## src/design/ex_pkg.sv

```systemverilog
package ex_pkg;

    localparam int XLEN       = 32;
    localparam int REG_ADDR_W = 5;
    localparam int N_FWD      = 2;

    typedef enum logic [5:0] {
        ADD, SUB, SLT, SLTU,
        AND, OR, XOR, NOR,
        SLL, SRL, SRA,
        LUI, PCADD,
        MUL, MULH, MULHU, DIV, DIVU, MOD, MODU,
        B, BL, JIRL, BEQ, BNE, BLT, BGE, BLTU, BGEU,
        NOP
    } alu_op_e;

    // Sub-ops of the iterative unit
    typedef enum logic [2:0] {
        MD_MUL, MD_MULH, MD_MULHU, MD_DIV, MD_DIVU, MD_MOD, MD_MODU
    } muldiv_op_e;

    typedef enum logic [2:0] {
        RES_LOGIC, RES_SHIFT, RES_ARITH, RES_MOVE, RES_JUMP, RES_MULDIV, RES_NONE
    } res_class_e;

    typedef enum logic [1:0] {
        IDLE,
        WAIT_ACK,
        WAIT_RELEASE
    } hs_state_e;

    typedef struct packed {
        logic                  valid;
        alu_op_e               op;
        logic [XLEN-1:0]       pc;
        logic [REG_ADDR_W-1:0] src1_addr;
        logic [REG_ADDR_W-1:0] src2_addr;
        logic [XLEN-1:0]       src1_data;
        logic [XLEN-1:0]       src2_data;
        logic [XLEN-1:0]       imm;
        logic                  use_imm;
        logic [REG_ADDR_W-1:0] rd_addr;
        logic                  rd_we;
    } dispatch_ex_t;

    typedef struct packed {
        logic                  we;
        logic                  is_load;
        logic [REG_ADDR_W-1:0] addr;
        logic [XLEN-1:0]       data;
    } mem_fwd_t;

    typedef struct packed {
        logic                  valid;
        logic [XLEN-1:0]       pc;
        logic [REG_ADDR_W-1:0] rd_addr;
        logic                  rd_we;
        logic [XLEN-1:0]       wdata;
    } ex_mem_t;

    typedef struct packed {
        logic            taken;
        logic [XLEN-1:0] target;
    } branch_t;

    typedef struct packed {
        muldiv_op_e      op;
        logic [XLEN-1:0] a;
        logic [XLEN-1:0] b;
    } muldiv_req_t;

endpackage

```

## src/design/branch_resolve.sv

```systemverilog
`timescale 1ns/10ps

module branch_resolve (
    input  ex_pkg::dispatch_ex_t    dispatch_i,
    input  logic [ex_pkg::XLEN-1:0] op1_i,
    input  logic [ex_pkg::XLEN-1:0] rs2_i,
    output ex_pkg::branch_t         branch_o
);

    always_comb begin
        branch_o.taken  = 1'b0;
        branch_o.target = dispatch_i.pc + dispatch_i.imm;
        case (dispatch_i.op)
            ex_pkg::B, ex_pkg::BL: begin
                branch_o.taken = 1'b1;
            end
            ex_pkg::JIRL: begin
                branch_o.taken  = 1'b1;
                branch_o.target = op1_i + dispatch_i.imm;
            end
            ex_pkg::BEQ: begin
                branch_o.taken = (op1_i == rs2_i);
            end
            ex_pkg::BNE: begin
                branch_o.taken = (op1_i != rs2_i);
            end
            ex_pkg::BLT: begin
                branch_o.taken = ($signed(op1_i) < $signed(rs2_i));
            end
            ex_pkg::BGE: begin
                branch_o.taken = ($signed(op1_i) >= $signed(rs2_i));
            end
            ex_pkg::BLTU: begin
                branch_o.taken = (op1_i < rs2_i);
            end
            ex_pkg::BGEU: begin
                branch_o.taken = (op1_i >= rs2_i);
            end
            default: begin
                branch_o.taken = 1'b0;
            end
        endcase
        if (!dispatch_i.valid) begin
            branch_o.taken = 1'b0;
        end
    end

endmodule

```

## src/design/ex.sv

```systemverilog
`timescale 1ns/10ps

module ex (
    input  logic                                 clk,
    input  logic                                 rst_n_i,
    input  ex_pkg::dispatch_ex_t                 dispatch_i,
    input  ex_pkg::mem_fwd_t [ex_pkg::N_FWD-1:0] mem_fwd_i,
    output ex_pkg::ex_mem_t                      result_o,
    output ex_pkg::branch_t                      branch_o,
    output logic                                 stall_o
);

    logic [ex_pkg::XLEN-1:0]            op1;
    logic [ex_pkg::XLEN-1:0]            op2;
    logic [ex_pkg::XLEN-1:0]            rs2;
    logic [$clog2(ex_pkg::XLEN)-1:0]    shamt;
    logic [ex_pkg::XLEN-1:0]            logic_res;
    logic [ex_pkg::XLEN-1:0]            shift_res;
    logic [ex_pkg::XLEN-1:0]            arith_res;
    logic [ex_pkg::XLEN-1:0]            move_res;
    logic [ex_pkg::XLEN-1:0]            md_result;
    ex_pkg::res_class_e                 res_class;
    ex_pkg::muldiv_op_e                 md_op;
    ex_pkg::muldiv_req_t                md_req_data;
    ex_pkg::hs_state_e                  state;
    ex_pkg::hs_state_e                  state_next;
    logic                               is_md;
    logic                               md_req;
    logic                               md_ack;

    operand_forward u_fwd (
        .dispatch_i (dispatch_i),
        .mem_fwd_i  (mem_fwd_i),
        .op1_o      (op1),
        .op2_o      (op2),
        .rs2_o      (rs2)
    );

    branch_resolve u_branch (
        .dispatch_i (dispatch_i),
        .op1_i      (op1),
        .rs2_i      (rs2),
        .branch_o   (branch_o)
    );

    always_comb begin
        md_op = ex_pkg::MD_MUL;
        case (dispatch_i.op)
            ex_pkg::AND, ex_pkg::OR, ex_pkg::XOR, ex_pkg::NOR: res_class = ex_pkg::RES_LOGIC;
            ex_pkg::SLL, ex_pkg::SRL, ex_pkg::SRA:             res_class = ex_pkg::RES_SHIFT;
            ex_pkg::ADD, ex_pkg::SUB, ex_pkg::SLT, ex_pkg::SLTU: res_class = ex_pkg::RES_ARITH;
            ex_pkg::LUI, ex_pkg::PCADD:                        res_class = ex_pkg::RES_MOVE;
            ex_pkg::BL, ex_pkg::JIRL:                          res_class = ex_pkg::RES_JUMP;
            ex_pkg::MUL, ex_pkg::MULH, ex_pkg::MULHU, ex_pkg::DIV,
            ex_pkg::DIVU, ex_pkg::MOD, ex_pkg::MODU:           res_class = ex_pkg::RES_MULDIV;
            default:                                           res_class = ex_pkg::RES_NONE;
        endcase
        case (dispatch_i.op)
            ex_pkg::MULH:  md_op = ex_pkg::MD_MULH;
            ex_pkg::MULHU: md_op = ex_pkg::MD_MULHU;
            ex_pkg::DIV:   md_op = ex_pkg::MD_DIV;
            ex_pkg::DIVU:  md_op = ex_pkg::MD_DIVU;
            ex_pkg::MOD:   md_op = ex_pkg::MD_MOD;
            ex_pkg::MODU:  md_op = ex_pkg::MD_MODU;
            default:       md_op = ex_pkg::MD_MUL;
        endcase
    end

    assign shamt = op2[$clog2(ex_pkg::XLEN)-1:0];

    always_comb begin
        case (dispatch_i.op)
            ex_pkg::AND: logic_res = op1 & op2;
            ex_pkg::XOR: logic_res = op1 ^ op2;
            ex_pkg::NOR: logic_res = ~(op1 | op2);
            default:     logic_res = op1 | op2;
        endcase
        case (dispatch_i.op)
            ex_pkg::SRL: shift_res = op1 >> shamt;
            ex_pkg::SRA: shift_res = $signed(op1) >>> shamt;
            default:     shift_res = op1 << shamt;
        endcase
        case (dispatch_i.op)
            ex_pkg::SUB:  arith_res = op1 - op2;
            ex_pkg::SLT:  arith_res = {{(ex_pkg::XLEN-1){1'b0}}, $signed(op1) < $signed(op2)};
            ex_pkg::SLTU: arith_res = {{(ex_pkg::XLEN-1){1'b0}}, op1 < op2};
            default:      arith_res = op1 + op2;
        endcase
        move_res = (dispatch_i.op == ex_pkg::LUI) ? op2 : dispatch_i.pc + op2;
    end

    assign is_md       = dispatch_i.valid && (res_class == ex_pkg::RES_MULDIV);
    assign md_req      = (state == ex_pkg::WAIT_ACK);
    assign md_req_data = '{op: md_op, a: op1, b: op2};

    muldiv_unit u_muldiv (
        .clk        (clk),
        .rst_n_i    (rst_n_i),
        .req_i      (md_req),
        .req_data_i (md_req_data),
        .ack_o      (md_ack),
        .result_o   (md_result)
    );

    // Four-phase req/ack sequencing
    always_comb begin
        state_next = state;
        case (state)
            ex_pkg::IDLE:         if (is_md) state_next = ex_pkg::WAIT_ACK;
            ex_pkg::WAIT_ACK:     if (md_ack) state_next = ex_pkg::WAIT_RELEASE;
            ex_pkg::WAIT_RELEASE: if (!md_ack) state_next = is_md ? ex_pkg::WAIT_ACK : ex_pkg::IDLE;
            default:              state_next = ex_pkg::IDLE;
        endcase
    end

    always_ff @(posedge clk) begin
        if (!rst_n_i) begin
            state <= ex_pkg::IDLE;
        end else begin
            state <= state_next;
        end
    end

    // Released in the ack cycle so EX/MEM captures the product or quotient
    assign stall_o = is_md && !(state == ex_pkg::WAIT_ACK && md_ack);

    always_comb begin
        result_o.valid   = dispatch_i.valid && !stall_o;
        result_o.pc      = dispatch_i.pc;
        result_o.rd_addr = dispatch_i.rd_addr;
        result_o.rd_we   = dispatch_i.rd_we;
        case (res_class)
            ex_pkg::RES_LOGIC:  result_o.wdata = logic_res;
            ex_pkg::RES_SHIFT:  result_o.wdata = shift_res;
            ex_pkg::RES_ARITH:  result_o.wdata = arith_res;
            ex_pkg::RES_MOVE:   result_o.wdata = move_res;
            ex_pkg::RES_JUMP:   result_o.wdata = dispatch_i.pc + 32'd4;
            ex_pkg::RES_MULDIV: result_o.wdata = md_result;
            default:            result_o.wdata = '0;
        endcase
    end

endmodule

```

## src/design/ex_mem_reg.sv

```systemverilog
`timescale 1ns/10ps

module ex_mem_reg (
    input  logic            clk,
    input  logic            rst_n_i,
    input  logic            stall_i,
    input  ex_pkg::ex_mem_t result_i,
    output ex_pkg::ex_mem_t ex_mem_o
);

    logic            valid_q;
    ex_pkg::ex_mem_t data_q;

    // Stalled cycles become bubbles
    always_ff @(posedge clk) begin
        if (!rst_n_i) begin
            valid_q <= 1'b0;
        end else begin
            valid_q <= result_i.valid && !stall_i;
        end
    end

    always_ff @(posedge clk) begin
        data_q <= result_i;
    end

    always_comb begin
        ex_mem_o       = data_q;
        ex_mem_o.valid = valid_q;
    end

endmodule

```

## src/design/ex_top.sv

```systemverilog
`timescale 1ns/10ps

module ex_top (
    input  logic                                 clk,
    input  logic                                 rst_n_i,
    input  ex_pkg::dispatch_ex_t                 dispatch_i,
    input  ex_pkg::mem_fwd_t [ex_pkg::N_FWD-1:0] mem_fwd_i,
    output ex_pkg::ex_mem_t                      ex_mem_o,
    output ex_pkg::branch_t                      branch_o,
    output logic                                 stall_o
);

    ex_pkg::ex_mem_t ex_result;

    ex u_ex (
        .clk        (clk),
        .rst_n_i    (rst_n_i),
        .dispatch_i (dispatch_i),
        .mem_fwd_i  (mem_fwd_i),
        .result_o   (ex_result),
        .branch_o   (branch_o),
        .stall_o    (stall_o)
    );

    ex_mem_reg u_ex_mem_reg (
        .clk        (clk),
        .rst_n_i    (rst_n_i),
        .stall_i    (stall_o),
        .result_i   (ex_result),
        .ex_mem_o   (ex_mem_o)
    );

endmodule

```

## src/design/muldiv_unit.sv

```systemverilog
`timescale 1ns/10ps

module muldiv_unit (
    input  logic                    clk,
    input  logic                    rst_n_i,
    input  logic                    req_i,
    input  ex_pkg::muldiv_req_t     req_data_i,
    output logic                    ack_o,
    output logic [ex_pkg::XLEN-1:0] result_o
);

    typedef enum logic [1:0] {
        S_IDLE,
        S_RUN,
        S_ACK
    } md_state_e;

    md_state_e                          state;
    ex_pkg::muldiv_op_e                 op_q;
    logic [2*ex_pkg::XLEN-1:0]          acc;
    logic [ex_pkg::XLEN-1:0]            opb;
    logic [ex_pkg::XLEN-1:0]            dividend;
    logic [$clog2(ex_pkg::XLEN)-1:0]    cnt;
    logic                               neg_q;
    logic                               b_zero;
    logic                               is_mul;
    logic                               is_signed;
    logic                               sign_a;
    logic                               sign_b;
    logic                               neg_in;
    logic [ex_pkg::XLEN-1:0]            abs_a;
    logic [ex_pkg::XLEN-1:0]            abs_b;
    logic [ex_pkg::XLEN:0]              mul_sum;
    logic [ex_pkg::XLEN+1:0]            div_diff;
    logic [2*ex_pkg::XLEN-1:0]          acc_neg;
    logic [ex_pkg::XLEN-1:0]            rem_neg;

    // Signed variants run on magnitudes, sign restored at the output
    assign is_signed = req_data_i.op inside {ex_pkg::MD_MULH, ex_pkg::MD_DIV, ex_pkg::MD_MOD};
    assign sign_a    = is_signed & req_data_i.a[ex_pkg::XLEN-1];
    assign sign_b    = is_signed & req_data_i.b[ex_pkg::XLEN-1];
    assign abs_a     = sign_a ? -req_data_i.a : req_data_i.a;
    assign abs_b     = sign_b ? -req_data_i.b : req_data_i.b;
    assign neg_in    = (req_data_i.op == ex_pkg::MD_MOD) ? sign_a : (sign_a ^ sign_b);

    assign is_mul   = op_q inside {ex_pkg::MD_MUL, ex_pkg::MD_MULH, ex_pkg::MD_MULHU};
    assign mul_sum  = {1'b0, acc[2*ex_pkg::XLEN-1:ex_pkg::XLEN]} + (acc[0] ? {1'b0, opb} : '0);
    // Trial subtract of divisor from {rem, next quotient bit}
    assign div_diff = {1'b0, acc[2*ex_pkg::XLEN-1:ex_pkg::XLEN-1]} - {2'b00, opb};

    always_ff @(posedge clk) begin
        if (!rst_n_i) begin
            state <= S_IDLE;
        end else begin
            case (state)
                S_IDLE:  if (req_i) state <= S_RUN;
                S_RUN:   if (cnt == '1) state <= S_ACK;
                S_ACK:   if (!req_i) state <= S_IDLE;
                default: state <= S_IDLE;
            endcase
        end
    end

    always_ff @(posedge clk) begin
        if (state == S_IDLE && req_i) begin
            op_q     <= req_data_i.op;
            acc      <= {{ex_pkg::XLEN{1'b0}}, abs_a};
            opb      <= abs_b;
            dividend <= req_data_i.a;
            neg_q    <= neg_in;
            b_zero   <= (req_data_i.b == '0);
            cnt      <= '0;
        end else if (state == S_RUN) begin
            cnt <= cnt + 1'b1;
            if (is_mul) begin
                acc <= {mul_sum, acc[ex_pkg::XLEN-1:1]};
            end else if (div_diff[ex_pkg::XLEN+1]) begin
                acc <= {acc[2*ex_pkg::XLEN-2:0], 1'b0};
            end else begin
                acc <= {div_diff[ex_pkg::XLEN-1:0], acc[ex_pkg::XLEN-2:0], 1'b1};
            end
        end
    end

    assign acc_neg = -acc;
    assign rem_neg = -acc[2*ex_pkg::XLEN-1:ex_pkg::XLEN];

    // Held stable in S_ACK since acc stops moving
    always_comb begin
        case (op_q)
            ex_pkg::MD_MUL:   result_o = acc[ex_pkg::XLEN-1:0];
            ex_pkg::MD_MULH:  result_o = neg_q ? acc_neg[2*ex_pkg::XLEN-1:ex_pkg::XLEN]
                                               : acc[2*ex_pkg::XLEN-1:ex_pkg::XLEN];
            ex_pkg::MD_MULHU: result_o = acc[2*ex_pkg::XLEN-1:ex_pkg::XLEN];
            ex_pkg::MD_DIV, ex_pkg::MD_DIVU:
                result_o = b_zero ? '1 : (neg_q ? acc_neg[ex_pkg::XLEN-1:0] : acc[ex_pkg::XLEN-1:0]);
            default:
                result_o = b_zero ? dividend
                                  : (neg_q ? rem_neg : acc[2*ex_pkg::XLEN-1:ex_pkg::XLEN]);
        endcase
    end

    assign ack_o = (state == S_ACK);

endmodule

```

## src/design/operand_forward.sv

```systemverilog
`timescale 1ns/10ps

module operand_forward (
    input  ex_pkg::dispatch_ex_t                 dispatch_i,
    input  ex_pkg::mem_fwd_t [ex_pkg::N_FWD-1:0] mem_fwd_i,
    output logic [ex_pkg::XLEN-1:0]              op1_o,
    output logic [ex_pkg::XLEN-1:0]              op2_o,
    output logic [ex_pkg::XLEN-1:0]              rs2_o
);

    function automatic logic [ex_pkg::XLEN-1:0] fwd_value(
        input logic [ex_pkg::REG_ADDR_W-1:0]        addr,
        input logic [ex_pkg::XLEN-1:0]              data,
        input ex_pkg::mem_fwd_t [ex_pkg::N_FWD-1:0] slots
    );
        logic [ex_pkg::XLEN-1:0] value;
        value = data;
        // Ascending scan so the younger slot 1 overrides slot 0
        for (int i = 0; i < ex_pkg::N_FWD; i++) begin
            if (slots[i].we && slots[i].is_load && slots[i].addr == addr) begin
                value = slots[i].data;
            end
        end
        return value;
    endfunction

    assign op1_o = fwd_value(dispatch_i.src1_addr, dispatch_i.src1_data, mem_fwd_i);
    assign rs2_o = fwd_value(dispatch_i.src2_addr, dispatch_i.src2_data, mem_fwd_i);

    // Branch compares keep rs2, the ALU sees the immediate
    assign op2_o = dispatch_i.use_imm ? dispatch_i.imm : rs2_o;

endmodule

```

## config.mk

```make
export PLATFORM = sky130hd
export DESIGN_NAME = ex_top
export DESIGN_NICKNAME = d
export VERILOG_FILES = /design/src/design/ex_pkg.sv /design/src/design/branch_resolve.sv /design/src/design/ex.sv /design/src/design/ex_mem_reg.sv /design/src/design/ex_top.sv /design/src/design/muldiv_unit.sv /design/src/design/operand_forward.sv
export SDC_FILE = /design/constraint.sdc
export NUM_CORES = 2
export LEC_CHECK = 0
export BUFFER_PORTS_ARGS = -buffer_cell sky130_fd_sc_hd__buf_4
export CORE_MARGIN = 8
export CORE_UTILIZATION = 25
export CTS_BUF_LIST = sky130_fd_sc_hd__clkbuf_8 sky130_fd_sc_hd__clkbuf_16
export DETAILED_ROUTE_END_ITERATION = 6
export HOLD_SLACK_MARGIN = 0.08
export SYNTH_ARGS = -nofsm -noshare
export SYNTH_HDL_FRONTEND = slang
export SYNTH_HIERARCHICAL = 1
export SYNTH_SLANG_ARGS = --single-unit
```

## constraint.sdc

```tcl
create_clock -name clk -period 6.85 [get_ports clk]
set_input_delay 0.3425 -clock clk [delete_from_list [all_inputs] [get_ports clk]]
set_output_delay 0.3425 -clock clk [all_outputs]
set_load 0.05 [all_outputs]
```

==> results.sh <==
export IMPL_status="complete, but fails checks"
export IMPL_violations="design-rule violations"
export IMPL_cp_required_ns=7.35
export IMPL_netlist_instances=4493
export IMPL_antenna_found_initial=6
export IMPL_synth_warnings=6
export IMPL_start_util_pct=25.1
export IMPL_p_clk_share_pct=20.7
export IMPL_drtPass1Iterations=7
export IMPL_p_per_area_mw_per_mm2=223
export IMPL_die_y_um=379
export IMPL_io_pins=337
export IMPL_drc=5
export IMPL_ys_top_cells_by_area="ha_1 10%, edfxtp_1 9.2%, dfxtp_1 6.8%"
export IMPL_grt_use_total_pct=21.3
export IMPL_synth_simple_gate_area_share_pct=19.4
export IMPL_max_cap_violations=0
export IMPL_end_kind="flop"
export IMPL_startpoint="u_ex/u_muldiv/acc[33]"
export IMPL_p_leak_nw=16.5
export IMPL_synth_top_family_by_area="compound AO/OA/AOI/OAI gates"
export IMPL_r2r_start="u_ex/u_muldiv/acc[33]"
export IMPL_synth_compound_area_share_pct=29.9
export IMPL_internal_power_mw=4.41
export IMPL_cts_buffers=34
export IMPL_dieArea_sq_mm=0.143
export IMPL_synth_fa_ha_area_share_pct=10.5
export IMPL_nFillCells=14300
export IMPL_critical_path_class="flop to flop"
export IMPL_critical_path_startpoint_type="flop"
export IMPL_synthArstFlopShare_pct=0
export IMPL_htreeDepth=2
export IMPL_synthXorXnorAreaFrac_pct=8.84
export IMPL_hp_class="input pin to flop"
export IMPL_post_dp_hpwl_um=128000
export IMPL_max_freq_mhz=172
export IMPL_post_route_period_util_pct=85.1
export IMPL_synth_edff_count=101
export IMPL_initialDrtViolationCount=4789
export IMPL_syn_nets=4997
export IMPL_avgSynthCellArea_sq_um=7.32
export IMPL_antenna_left=0
export IMPL_hold_worst_slack_ns=0.258
export IMPL_clock_latency_ns=0.61
export IMPL_setup_slack_ns=1.02
export IMPL_viasPerCell=5.69
export IMPL_cts_path_max_buffers=3
export IMPL_place_congestion=1.01
export IMPL_core_rowCount=133
export IMPL_crit_arrival_ns=6.33
export IMPL_wl_um=162000
export IMPL_tightest_slew_ns=1.20
export IMPL_fp_coreArea_sq_mm=0.131
export IMPL_final_cells=6490
export IMPL_relSlewSlack_pct=20.2
export IMPL_skew_ns=0.0383
export IMPL_min_from="dispatch_i[150]"
export IMPL_synth_area_leader_cell="ha_1"
export IMPL_grt_pass1_wl_um=234000
export IMPL_report_final_slew_viol_count=0
export IMPL_wl_per_cell_um=24.9
export IMPL_synthFlopType="dfxtp_1"
export IMPL_power_mw=8.68
export IMPL_tritoncts="yes"
export IMPL_synth_distinct_cells=106
export IMPL_slowest_stage="a222oi_1"
export IMPL_ir_drop_v=0.000189
export IMPL_dp_slack_ns=0.735
export IMPL_switchingPower_mw=4.27
export IMPL_area_growth_pct=18.1
export IMPL_port_buffers=336
export IMPL_layout_drive_gt1_share_pct=14.7
export IMPL_grt_pass1_vias=34900
export IMPL_clkSinkCount=213
export IMPL_ys_seq_elements=213
export IMPL_min_period_ns=5.83
export IMPL_vias=36900
export IMPL_root_buffer="clkbuf_16"
export IMPL_layout_commonest_cell="buf_4"
export IMPL_p_seq_share_pct=22.2
export IMPL_most_common_layout_cells="478 x buf_4, 439 x a21oi_1, 430 x nor2_1"
export IMPL_final_nets=5211
export IMPL_crit_chain="inv_1 > ha_1 > or3b_4 > or4_4 > or3_1 > o21ai_0 > nand2_1 > xor2_1 > a222oi_1 > o31ai_1 > a222oi_1 > o211ai_1 > a31oi_1 > o211ai_1 > a21o_1"
export IMPL_synth_mux_area_share_pct=7.84
export IMPL_gr_total_overflow=0
export IMPL_synth_top_area_share_pct=10.1
export IMPL_syn_area_sq_mm=0.0329
export IMPL_setup_viol=0
export IMPL_setup_tns_ns=0
export IMPL_clk_pin_slew_ns=0.06
export IMPL_max_stage_delay_ns=0.78
export IMPL_die_width_um=379
export IMPL_rsz0062_at_grt="no"
export IMPL_dp_cells=6387
export IMPL_p_comb_share_pct=57.1
export IMPL_grt_max_degree=86
export IMPL_critPathMaxFanout=8
export IMPL_sw_frac_of_total_pct=49.2
export IMPL_hold_violations=0
export IMPL_ys_seq_area_share_pct=16.0
[path summary, 6_finish.rpt]
check / depth (start not counted) / end / slack (ns)
worst max-delay path: 15 / u_ex_mem_reg/ex_mem_o[28] / 1.02
worst min-delay path: 2 / u_ex/u_muldiv/op_q[0] / 0.26
worst max register to register: 15 / u_ex_mem_reg/ex_mem_o[28] / 1.02
worst min register to register: 2 / u_ex/u_muldiv/cnt[4] / 0.46
[metrics by stage]
stage | cell area (sq um) | utilization [%]
final | 38800 | 29.7
after global routing | 38800 | 29.7
after CTS | 38800 | 29.7
after detailed placement | 37400 | 28.5
after global placement | 37400 | 28.5
after floorplan | 32900 | -
[Yosys cell counts, types with 21 or more instances]
cell type / count
nor2_1: 431
nand2_1: 391
a31oi_1: 62
a22oi_1: 50
nand4_1: 34
buf_2: 24
nor4_1: 36
o221ai_1: 26
xnor2_1: 181
o31ai_1: 44
nand3_1: 81
a222oi_1: 23
buf_4: 43
a211o_1: 21
nor2b_1: 39
edfxtp_1: 101
a221oi_1: 64
xor2_1: 151
and3_1: 49
inv_1: 249
mux4_2: 38
a22o_1: 33
nand2b_1: 37
buf_1: 26
nor3_1: 107
mux2i_1: 126
a211oi_1: 68
o21a_1: 25
o21ai_0: 334
mux2_2: 39
dfxtp_1: 112
ha_1: 266
a21o_1: 80
a21oi_1: 444
o211ai_1: 42
o21bai_1: 30
clkbuf_1: 242
or3_1: 39
[metal layers]
layer / wire length [um] / up-vias / global-route usage (%)
li1: - / 16900 / -
met1: 67200 / 17700 / 27.8
met2: 73800 / 2044 / 35.1
met3: 15400 / 241 / 4.29
met4: 5560 / 2 / 6.84
met5: 12 / - / 0
[critical path, delay by kind of cell (launching register included)]
family                     cells  cell delay [ns]
adders and majority gates      1             0.21
and+or+nand+nor                4             1.56
DFF                            1             0.42
buffers and inverters          1             0.19
xor gates and xnor gates       1             0.17
AOI/OAI and AO/OA              8             3.19
[power by group through the flow]
stage	combinational [mW]	clock (mW)	sequential, mW
4_1_cts	4.86	1.86	1.92
5_1_grt	5.35	1.89	1.96
6_report	4.96	1.79	1.93
3_3_place_gp	4.81	0	1.94
3_5_place_dp	4.81	0	1.94
2_1_floorplan	3.44	0	1.80
[sequential cells by signal (all words and copies together) (netlist names)]
register	cells
u_ex/u_muldiv/opb	32
u_ex/u_muldiv/state	2
u_ex_mem_reg/ex_mem_o	70
u_ex/u_muldiv/cnt	5
u_ex_mem_reg/valid_q	1
u_ex/state	2
u_ex/u_muldiv/dividend	32
u_ex/u_muldiv/neg_q	1
u_ex/u_muldiv/b_zero	1
u_ex/u_muldiv/op_q	3
u_ex/u_muldiv/acc	64
[layout make-up]
| class | instances | area, sq um | share of cell area (%) |
|---|---|---|---|
| Tap cell | 1755 | 2200 | 5.65 |
| Inverter | 253 | 951 | 2.45 |
| Multi-Input combinational cell | 3687 | 25300 | 65.2 |
| Antenna cell | 3 | 7.51 | 0.0193 |
| Clock buffer | 35 | 865 | 2.23 |
| Sequential cell | 213 | 5280 | 13.6 |
| Clock inverter | 26 | 235 | 0.605 |
| Timing Repair Buffer | 518 | 4000 | 10.3 |
[logic make-up after synthesis]
kind of cell             count (synthesis)
AO/OA/AOI/OAI                         1520
AND/OR/NAND/NOR                       1359
buffers and inverters                  593
XOR/XNOR                               332
adder cells (fa/ha/maj)                272
flip-flops                             213
multiplexers                           204
[timing repair]
action                                 4_1_cts  5_1_grt
hold buffers                                39        0
buffers inserted                             0        0
endpoints found under the hold margin       43        0
gates resized for setup                      0        0
(Power assumes the default switching activity.)
